===== src/ppu_pkg.sv =====
package ppu_pkg;

	// ----------------------------------------------------------------------
	// bus and raster types
	// ----------------------------------------------------------------------
	typedef logic [8:0] dot_t;          // 0..340
	typedef logic [8:0] line_t;         // 0..261
	typedef logic [13:0] vram_addr_t;
	typedef logic [7:0] vram_data_t;
	typedef logic [3:0] bg_index_t;     // {palette[1:0], pattern[1:0]}

	// loopy style scroll address, same bit order as the 15-bit register
	typedef struct packed {
		logic [2:0] fine_y;
		logic       vert_nt;
		logic       horiz_nt;
		logic [4:0] coarse_y;
		logic [4:0] coarse_x;
	} scroll_t;

	// four memory accesses per 8-dot tile
	typedef enum logic [1:0] {
		slot_nametable,
		slot_attribute,
		slot_pattern_low,
		slot_pattern_high
	} fetch_slot_e;

	// ----------------------------------------------------------------------
	// raster geometry
	// ----------------------------------------------------------------------
	localparam dot_t last_dot = 9'd340;
	localparam line_t last_line = 9'd261;       // pre-render line
	localparam dot_t visible_dots = 9'd256;
	localparam dot_t horiz_reload_dot = 9'd257;
	localparam dot_t vert_step_dot = 9'd251;
	localparam dot_t vert_reload_dot = 9'd280;
	localparam dot_t prefetch_start_dot = 9'd320;  // first two tiles of next line
	localparam dot_t prefetch_stop_dot = 9'd336;
	localparam line_t first_visible_line = 9'd7;
	localparam line_t end_visible_line = 9'd232;
	localparam line_t last_fetch_line = 9'd239;
	localparam dot_t left_mask_dots = 9'd8;

	// memory map
	localparam logic [1:0] nametable_base = 2'b10;   // $2000 region
	localparam logic [3:0] attribute_row = 4'b1111;  // attribute table at $23C0 and up
	localparam logic [4:0] last_coarse_row = 5'd29;

endpackage


===== src/bg_fetch.sv =====
`timescale 1ns/1ps

module bg_fetch (
	input  logic                sysclk,
	input  logic                ppu_clock,
	input  ppu_pkg::scroll_t    v_addr,
	input  logic                bg_ptable_addr,
	input  ppu_pkg::vram_data_t vram_datain,
	input  ppu_pkg::dot_t       dot_number,
	input  logic                fetch_tiles,
	input  logic                fetch_lines,
	output ppu_pkg::vram_addr_t vram_addrout,
	output ppu_pkg::vram_data_t low_plane,
	output logic [1:0]          attr_bits
);
	import ppu_pkg::*;

	logic [2:0]  slot_phase;
	fetch_slot_e slot;
	vram_data_t  pattern_index;
	vram_addr_t  next_addr;
	logic [2:0]  quad_base;

	// ----------------------------------------------------------------------
	// slot decode
	// odd dots issue an address and the following even dot takes the data,
	// so dots 1/2 map to the nametable slot and dots 7/0 to the high plane
	// ----------------------------------------------------------------------
	assign slot_phase = dot_number[2:0] - 3'd1;
	assign slot = fetch_slot_e'(slot_phase[2:1]);

	always_comb begin
		unique case (slot)
			slot_nametable: next_addr = {nametable_base, v_addr.vert_nt, v_addr.horiz_nt,
				v_addr.coarse_y, v_addr.coarse_x};
			slot_attribute: next_addr = {nametable_base, v_addr.vert_nt, v_addr.horiz_nt,
				attribute_row, v_addr.coarse_y[4:2], v_addr.coarse_x[4:2]};
			slot_pattern_low: next_addr = {1'b0, bg_ptable_addr, pattern_index,
				1'b0, v_addr.fine_y};
			slot_pattern_high: next_addr = {1'b0, bg_ptable_addr, pattern_index,
				1'b1, v_addr.fine_y};
		endcase
	end

	// address register follows every sysclk inside the fetch windows
	always_ff @(posedge sysclk) begin
		if (fetch_tiles && fetch_lines && dot_number[0])
			vram_addrout <= next_addr;
	end

	// ----------------------------------------------------------------------
	// data latches
	// ----------------------------------------------------------------------
	always_ff @(posedge sysclk) begin
		if (ppu_clock && !dot_number[0]) begin
			if (slot == slot_nametable)
				pattern_index <= vram_datain;          // tile number
			if (slot == slot_pattern_low)
				low_plane <= vram_datain;              // plane 0 waits for plane 1
		end
	end

	// one attribute byte covers 4x4 tiles, pick the 2x2 quadrant
	assign quad_base = {v_addr.coarse_y[1], v_addr.coarse_x[1], 1'b0};
	assign attr_bits = vram_datain[quad_base +: 2];

endmodule


===== src/bg_shifter.sv =====
`timescale 1ns/1ps

module bg_shifter (
	input  logic                sysclk,
	input  logic                reset,
	input  logic                ppu_clock,
	input  logic                fetch_tiles,
	input  logic                load_tick,
	input  ppu_pkg::dot_t       dot_number,
	input  ppu_pkg::vram_data_t low_plane,
	input  logic [1:0]          attr_bits,
	input  ppu_pkg::vram_data_t vram_datain,
	input  logic [2:0]          fine_x_tmp,
	input  logic                show_background,
	input  logic                show_background_left,
	output ppu_pkg::bg_index_t  pixel_color_index
);
	import ppu_pkg::*;

	logic [15:0] pattern_shift0;
	logic [15:0] pattern_shift1;
	logic [1:0]  attr_stage;        // fetched for the tile after next
	logic [1:0]  attr_live;         // feeds the palette shifters
	logic [7:0]  palette_shift0;
	logic [7:0]  palette_shift1;
	logic [2:0]  tap;
	logic        show_here;

	// ----------------------------------------------------------------------
	// pattern shifters, msb is the pixel on screen
	// ----------------------------------------------------------------------
	always_ff @(posedge sysclk or negedge reset) begin
		if (!reset) begin
			pattern_shift0 <= '0;
			pattern_shift1 <= '0;
		end else if (ppu_clock && fetch_tiles) begin
			if (load_tick) begin
				pattern_shift0 <= {pattern_shift0[14:7], low_plane};  // shift and load
				pattern_shift1 <= {pattern_shift1[14:7], vram_datain};
			end else begin
				pattern_shift0 <= {pattern_shift0[14:0], 1'b0};
				pattern_shift1 <= {pattern_shift1[14:0], 1'b0};
			end
		end
	end

	// ----------------------------------------------------------------------
	// palette path
	// ----------------------------------------------------------------------
	always_ff @(posedge sysclk) begin
		if (ppu_clock) begin
			if (dot_number[2:0] == 3'd4)
				attr_stage <= attr_bits;           // attribute byte on the bus
			else if (load_tick)
				attr_live <= attr_stage;
		end
	end

	always_ff @(posedge sysclk or negedge reset) begin
		if (!reset) begin
			palette_shift0 <= '0;
			palette_shift1 <= '0;
		end else if (ppu_clock && fetch_tiles) begin
			palette_shift0 <= {palette_shift0[6:0], attr_live[0]};
			palette_shift1 <= {palette_shift1[6:0], attr_live[1]};
		end
	end

	// fine x counts from the msb
	assign tap = ~fine_x_tmp;
	assign show_here = show_background && (dot_number > left_mask_dots || show_background_left);
	assign pixel_color_index = show_here ?
		{palette_shift1[tap], palette_shift0[tap],
		 pattern_shift1[{1'b1, tap}], pattern_shift0[{1'b1, tap}]} : '0;

endmodule


===== src/ppu_render.sv =====
`timescale 1ns/1ps

module ppu_render (
	input  logic                sysclk,
	input  logic                reset,
	input  logic                ppu_clock,
	input  logic                load_v,
	input  ppu_pkg::scroll_t    vram_tmp,
	input  logic [2:0]          fine_x_tmp,
	input  logic                show_background,
	input  logic                show_background_left,
	input  logic                bg_ptable_addr,       // 0 is $0000, 1 is $1000
	input  ppu_pkg::vram_data_t vram_datain,
	output ppu_pkg::vram_addr_t vram_addrout,
	output ppu_pkg::dot_t       dot_number,
	output ppu_pkg::line_t      line_number,
	output logic                dot_visible,
	output logic                line_visible,
	output ppu_pkg::bg_index_t  pixel_color_index
);
	import ppu_pkg::*;

	logic       fetch_tiles;
	logic       fetch_lines;
	logic       load_tick;
	scroll_t    v_addr;
	vram_data_t low_plane;
	logic [1:0] attr_bits;

	// ----------------------------------------------------------------------
	// background pipeline
	// ----------------------------------------------------------------------
	raster_timing u_raster_timing (
		.sysclk(sysclk), .reset(reset), .ppu_clock(ppu_clock),
		.dot_number(dot_number), .line_number(line_number),
		.dot_visible(dot_visible), .line_visible(line_visible),
		.fetch_tiles(fetch_tiles), .fetch_lines(fetch_lines),
		.pre_render_line(),                       // only the sprite side needed it
		.load_tick(load_tick)
	);

	scroll_counter u_scroll_counter (
		.sysclk(sysclk), .reset(reset), .ppu_clock(ppu_clock),
		.load_v(load_v), .vram_tmp(vram_tmp), .show_background(show_background),
		.dot_number(dot_number), .line_number(line_number), .load_tick(load_tick),
		.v_addr(v_addr)
	);

	bg_fetch u_bg_fetch (
		.sysclk(sysclk), .ppu_clock(ppu_clock), .v_addr(v_addr),
		.bg_ptable_addr(bg_ptable_addr), .vram_datain(vram_datain),
		.dot_number(dot_number), .fetch_tiles(fetch_tiles), .fetch_lines(fetch_lines),
		.vram_addrout(vram_addrout), .low_plane(low_plane), .attr_bits(attr_bits)
	);

	bg_shifter u_bg_shifter (
		.sysclk(sysclk), .reset(reset), .ppu_clock(ppu_clock),
		.fetch_tiles(fetch_tiles), .load_tick(load_tick), .dot_number(dot_number),
		.low_plane(low_plane), .attr_bits(attr_bits), .vram_datain(vram_datain),
		.fine_x_tmp(fine_x_tmp), .show_background(show_background),
		.show_background_left(show_background_left),
		.pixel_color_index(pixel_color_index)
	);

endmodule


===== src/raster_timing.sv =====
`timescale 1ns/1ps

module raster_timing (
	input  logic           sysclk,
	input  logic           reset,
	input  logic           ppu_clock,
	output ppu_pkg::dot_t  dot_number,
	output ppu_pkg::line_t line_number,
	output logic           dot_visible,
	output logic           line_visible,
	output logic           fetch_tiles,
	output logic           fetch_lines,
	output logic           pre_render_line,
	output logic           load_tick
);
	import ppu_pkg::*;

	// ----------------------------------------------------------------------
	// dot and line counters
	// ----------------------------------------------------------------------
	always_ff @(posedge sysclk or negedge reset) begin
		if (!reset) begin
			dot_number <= '0;
			line_number <= '0;
		end else if (ppu_clock) begin
			if (dot_number == last_dot) begin
				dot_number <= '0;
				if (line_number == last_line)
					line_number <= '0;               // next frame
				else
					line_number <= line_number + 9'd1;
			end else begin
				dot_number <= dot_number + 9'd1;
			end
		end
	end

	// ----------------------------------------------------------------------
	// window flags, each one tick behind the counter value it decodes
	// ----------------------------------------------------------------------
	always_ff @(posedge sysclk or negedge reset) begin
		if (!reset) begin
			dot_visible <= 1'b0;
			fetch_tiles <= 1'b0;
			load_tick <= 1'b0;
		end else if (ppu_clock) begin
			if (dot_number == 9'd0)
				dot_visible <= 1'b1;
			else if (dot_number == visible_dots)
				dot_visible <= 1'b0;
			if (dot_number == 9'd0 || dot_number == prefetch_start_dot)
				fetch_tiles <= 1'b1;
			else if (dot_number == visible_dots || dot_number == prefetch_stop_dot)
				fetch_tiles <= 1'b0;
			load_tick <= (dot_number[2:0] == 3'b111);  // high plane arrives now
		end
	end

	always_ff @(posedge sysclk or negedge reset) begin
		if (!reset) begin
			line_visible <= 1'b0;
			fetch_lines <= 1'b0;
			pre_render_line <= 1'b0;
		end else if (ppu_clock) begin
			if (line_number == first_visible_line)
				line_visible <= 1'b1;
			else if (line_number == end_visible_line)
				line_visible <= 1'b0;
			if (line_number == last_line)
				fetch_lines <= 1'b1;                    // prefetch for line 0
			else if (line_number == last_fetch_line)
				fetch_lines <= 1'b0;
			pre_render_line <= (line_number == last_line);
		end
	end

endmodule


===== src/scroll_counter.sv =====
`timescale 1ns/1ps

module scroll_counter (
	input  logic             sysclk,
	input  logic             reset,
	input  logic             ppu_clock,
	input  logic             load_v,
	input  ppu_pkg::scroll_t vram_tmp,
	input  logic             show_background,
	input  ppu_pkg::dot_t    dot_number,
	input  ppu_pkg::line_t   line_number,
	input  logic             load_tick,
	output ppu_pkg::scroll_t v_addr
);
	import ppu_pkg::*;

	logic coarse_x_step;
	logic vert_reload;

	// one step per tile in the visible part, plus the two prefetch tiles
	assign coarse_x_step = (load_tick && dot_number < horiz_reload_dot) ||
		dot_number == prefetch_start_dot + 9'd8 ||
		dot_number == prefetch_stop_dot;

	assign vert_reload = dot_number == vert_reload_dot && line_number == last_line;

	// ----------------------------------------------------------------------
	// current scroll address
	// ----------------------------------------------------------------------
	always_ff @(posedge sysclk or negedge reset) begin
		if (!reset) begin
			v_addr <= '0;
		end else if (load_v) begin
			v_addr <= vram_tmp;                        // cpu write, not tick paced
		end else if (ppu_clock && show_background) begin
			// horizontal part
			if (dot_number == horiz_reload_dot) begin
				v_addr.coarse_x <= vram_tmp.coarse_x;
				v_addr.horiz_nt <= vram_tmp.horiz_nt;
			end else if (coarse_x_step) begin
				v_addr.coarse_x <= v_addr.coarse_x + 5'd1;  // 31 rolls over to 0
				if (&v_addr.coarse_x)
					v_addr.horiz_nt <= ~v_addr.horiz_nt;
			end

			// vertical part
			if (vert_reload) begin
				v_addr.fine_y <= vram_tmp.fine_y;
				v_addr.coarse_y <= vram_tmp.coarse_y;
				v_addr.vert_nt <= vram_tmp.vert_nt;
			end else if (dot_number == vert_step_dot) begin
				if (v_addr.fine_y != 3'd7) begin
					v_addr.fine_y <= v_addr.fine_y + 3'd1;
				end else begin
					v_addr.fine_y <= 3'd0;
					if (v_addr.coarse_y == last_coarse_row) begin
						v_addr.coarse_y <= 5'd0;
						v_addr.vert_nt <= ~v_addr.vert_nt;  // bottom of nametable
					end else begin
						// rows 30 and 31 sit in attribute space, 31 wraps without toggle
						v_addr.coarse_y <= v_addr.coarse_y + 5'd1;
					end
				end
			end
		end
	end

endmodule


===== config.mk =====
export PLATFORM = sky130hd
export DESIGN_NAME = ppu_render
export DESIGN_NICKNAME = d
export VERILOG_FILES = /design/src/ppu_pkg.sv /design/src/bg_fetch.sv /design/src/bg_shifter.sv /design/src/ppu_render.sv /design/src/raster_timing.sv /design/src/scroll_counter.sv
export SDC_FILE = /design/constraint.sdc
export NUM_CORES = 1
export LEC_CHECK = 0
export ABC_AREA = 1
export ABC_CLOCK_PERIOD_IN_PS = 3100
export BUFFER_PORTS_ARGS = -buffer_cell sky130_fd_sc_hd__buf_2
export CAP_MARGIN = 15
export CORE_ASPECT_RATIO = 0.8
export CORE_UTILIZATION = 44
export CTS_BUF_LIST = sky130_fd_sc_hd__clkbuf_4 sky130_fd_sc_hd__clkbuf_8 sky130_fd_sc_hd__clkbuf_16
export CTS_CLUSTER_DIAMETER = 40
export DETAILED_ROUTE_END_ITERATION = 10
export SLEW_MARGIN = 15
export SYNTH_ARGS = -nofsm -noshare
export SYNTH_HDL_FRONTEND = slang
export SYNTH_HIERARCHICAL = 1
export SYNTH_SLANG_ARGS = --single-unit

===== constraint.sdc =====
create_clock -name sysclk -period 3.1 [get_ports sysclk]
set_input_delay 0.31 -clock sysclk [delete_from_list [all_inputs] [get_ports sysclk]]
set_output_delay 0.31 -clock sysclk [all_outputs]
set_load 0.05 [all_outputs]

==> results.py <==
metrics = {
    "yosys": {
        "syn_avg_cell_area_um2": 7.82,
        "syn_area_um2": 6650,
        "syn_nets": 896,
        "yosys_warnings": 6,
        "synthCells": 850,
    },
    "place": {
        "hpwl_um": 10200,
        "dp_slack_ns": 0.815,
        "dpl-instance-area_um2": 7040,
        "gp_congestion": 0.807,
        "port_buffers": 70,
    },
    "clock_tree": {
        "cts.repair.resized": 0,
        "h-tree-depth": 4,
        "postCtsHoldBufs": 1,
        "clk_pin_slew_worst_paths_ns": 0.06,
        "root_buffer": "clkbuf_16",
        "post_cts_buffers": 0,
        "cts.path.max_buffers": 2,
        "cts_tree": "done",
        "numCtsBuffers": 17,
        "cts.sinks": 120,
        "clk_latency_ns": 0.42,
    },
    "timing": {
        "whs_ns": 0.135,
        "period_share_pct": 73.8,
        "tightest_slew_ns": 0.698,
        "rsz0062_at_grt": "no",
        "min_period_ns": 2.29,
        "setup_slack_ns": 0.813,
        "skew_ns": 0.00702,
        "report.final.hold_viol_count": 0,
        "tns_ns": 0,
        "finalSetupViolCount": 0,
        "slew_headroom_pct": 53.3,
        "finalMaxSlewViolations": 0,
        "clock.fmax_mhz": 437,
    },
    "critical_path": {
        "cp-start-kind": "register",
        "path_max_fanout": 12,
        "critical_path_class": "register to register",
        "crit_arrival_ns": 2.34,
        "end_kind": "register",
        "required_ns": 3.15,
    },
    "die": {
        "rows": 39,
        "ios": 71,
        "start_util_pct": 45.9,
        "die_area_um2": 15600,
        "die_h_um": 112,
        "core_um2": 14500,
        "die_x_um": 139,
    },
    "power_and_ir_drop": {
        "p_int_mw": 3.65,
        "p_comb_share_pct": 24.4,
        "seqPwrFrac_pct": 39.1,
        "irDropWorstVdd_mv": 0.473,
        "power_switching_mw": 1.96,
        "leakagePower_nw": 3.95,
        "p_sw_share_pct": 34.9,
        "power.density_nw_per_um2": 730,
        "p_clk_share_pct": 36.5,
    },
    "routing": {
        "drt_iter0_drc": 335,
        "vias_per_cell": 4.87,
        "postRouteAntennaNets": 0,
        "routedWlPerCell_um": 13.3,
        "wl_um": 14800,
        "dr_total_vias": 5440,
        "drc": 0,
        "first_pass_iters": 5,
    },
    "outcome": {
        "status": "completed",
    },
    "layout": {
        "regArea_um2": 3170,
        "nets": 965,
        "area_growth_pct": 15.6,
        "antenna_cells": 0,
        "post-route-cell-area_um2": 7680,
        "num-fill-cells": 1376,
        "multi_input_area_um2": 2830,
        "drive_gt1_share_pct": 17.0,
    },
    "grt": {
        "grt_pass1_vias": 4985,
        "antenna_found_initial": 0,
        "grt_pass1_wl_um": 25000,
        "track_usage_pct": 20.5,
        "gr-total-overflow": 0,
        "grt_max_degree": 57,
    },
    "min_path": {
        "hp-class": "input pin to register",
    },
    "flow_run": {
        "max-cap-violations": 0,
    },
}
## through the flow
step	power [mW]	cells	utilization, %
finish	5.61	1116	53.0
global route	5.96	1116	53.0
CTS	5.66	1116	53.0
detailed placement	3.58	1083	48.6
global placement	3.56	1083	48.6
floorplan	3.25	850	-
## registers in the layout, summed over array words and instances (netlist names), 2 cells and up
signal and cells:
u_bg_shifter/palette_shift0 8, u_raster_timing/dot_number 9, u_bg_shifter/pattern_shift1 16, u_bg_shifter/attr_stage 2, u_raster_timing/line_number 9, u_bg_shifter/palette_shift1 8, u_bg_shifter/pattern_shift0 16, u_scroll_counter/v_addr 15
u_bg_fetch/low_plane 8, u_bg_fetch/vram_addrout 14, u_bg_shifter/attr_live 2, u_bg_fetch/pattern_index 8
## final cells by class
| type | instances | area share (%) |
|---|---|---|
| Sequential cell | 120 | 41.3 |
| Timing Repair Buffer | 75 | 5.11 |
| Tap cell | 184 | 3.00 |
| Clock buffer | 22 | 6.87 |
| Clock inverter | 10 | 1.34 |
| Inverter | 111 | 5.55 |
| Multi-Input combinational cell | 594 | 36.8 |
## power by group through the flow
stage / logic, mW / registers [mW] / clock network, mW
detailed placement: 1.36 / 2.22 / 0
global placement: 1.35 / 2.21 / 0
global route: 1.56 / 2.24 / 2.16
floorplan: 0.995 / 2.25 / 0
CTS: 1.37 / 2.19 / 2.09
finish: 1.37 / 2.19 / 2.05
## worst paths after layout
| kind | startpoint | end | slack (ns) | cells after the start |
|---|---|---|---|---|
| min in group asynchronous | reset | u_bg_shifter/pattern_shift0[13] | 0.41 | 2 |
| max | u_raster_timing/dot_number[0] | u_bg_fetch/low_plane[5] | 0.81 | 4 |
| min reg2reg | u_bg_shifter/attr_stage[1] | u_bg_shifter/attr_live[1] | 0.43 | 0 |
| min | vram_datain[6] | u_bg_fetch/low_plane[6] | 0.14 | 1 |
| max in group asynchronous | reset | u_bg_shifter/pattern_shift1[0] | 1.95 | 3 |
| max reg2reg | u_raster_timing/dot_number[0] | u_bg_fetch/low_plane[5] | 0.81 | 4 |
## critical path, stage by stage (launching register included)
cell and delay [ns]:
dfrtp_1 0.51, inv_1 0.13, ha_1 0.53, nand3_1 0.17, nor2_1 0.58
## layer usage
layer	routed length (µm)	global-route usage (%)	vias to the layer above
met4	106	4.89	0
met5	0	0	-
met1	7900	31.1	2465
li1	-	-	2841
met3	749	5.89	12
met2	6070	28.2	122
## cells in the final DEF, fill, tap and decap left out, types with 6 or more instances in the layout
cell,n
o21ai_0,30
clkbuf_16,20
inv_1,96
buf_2,69
nand2_1,302
nor2_1,52
nand3b_1,6
a21oi_1,16
o21ai_1,36
nand4_1,13
inv_2,12
xor2_1,7
edfxtp_1,34
nand2_2,20
dfrtp_1,86
ha_1,13
nand3_1,70
No activity file was read; power rests on OpenSTA's default activity.
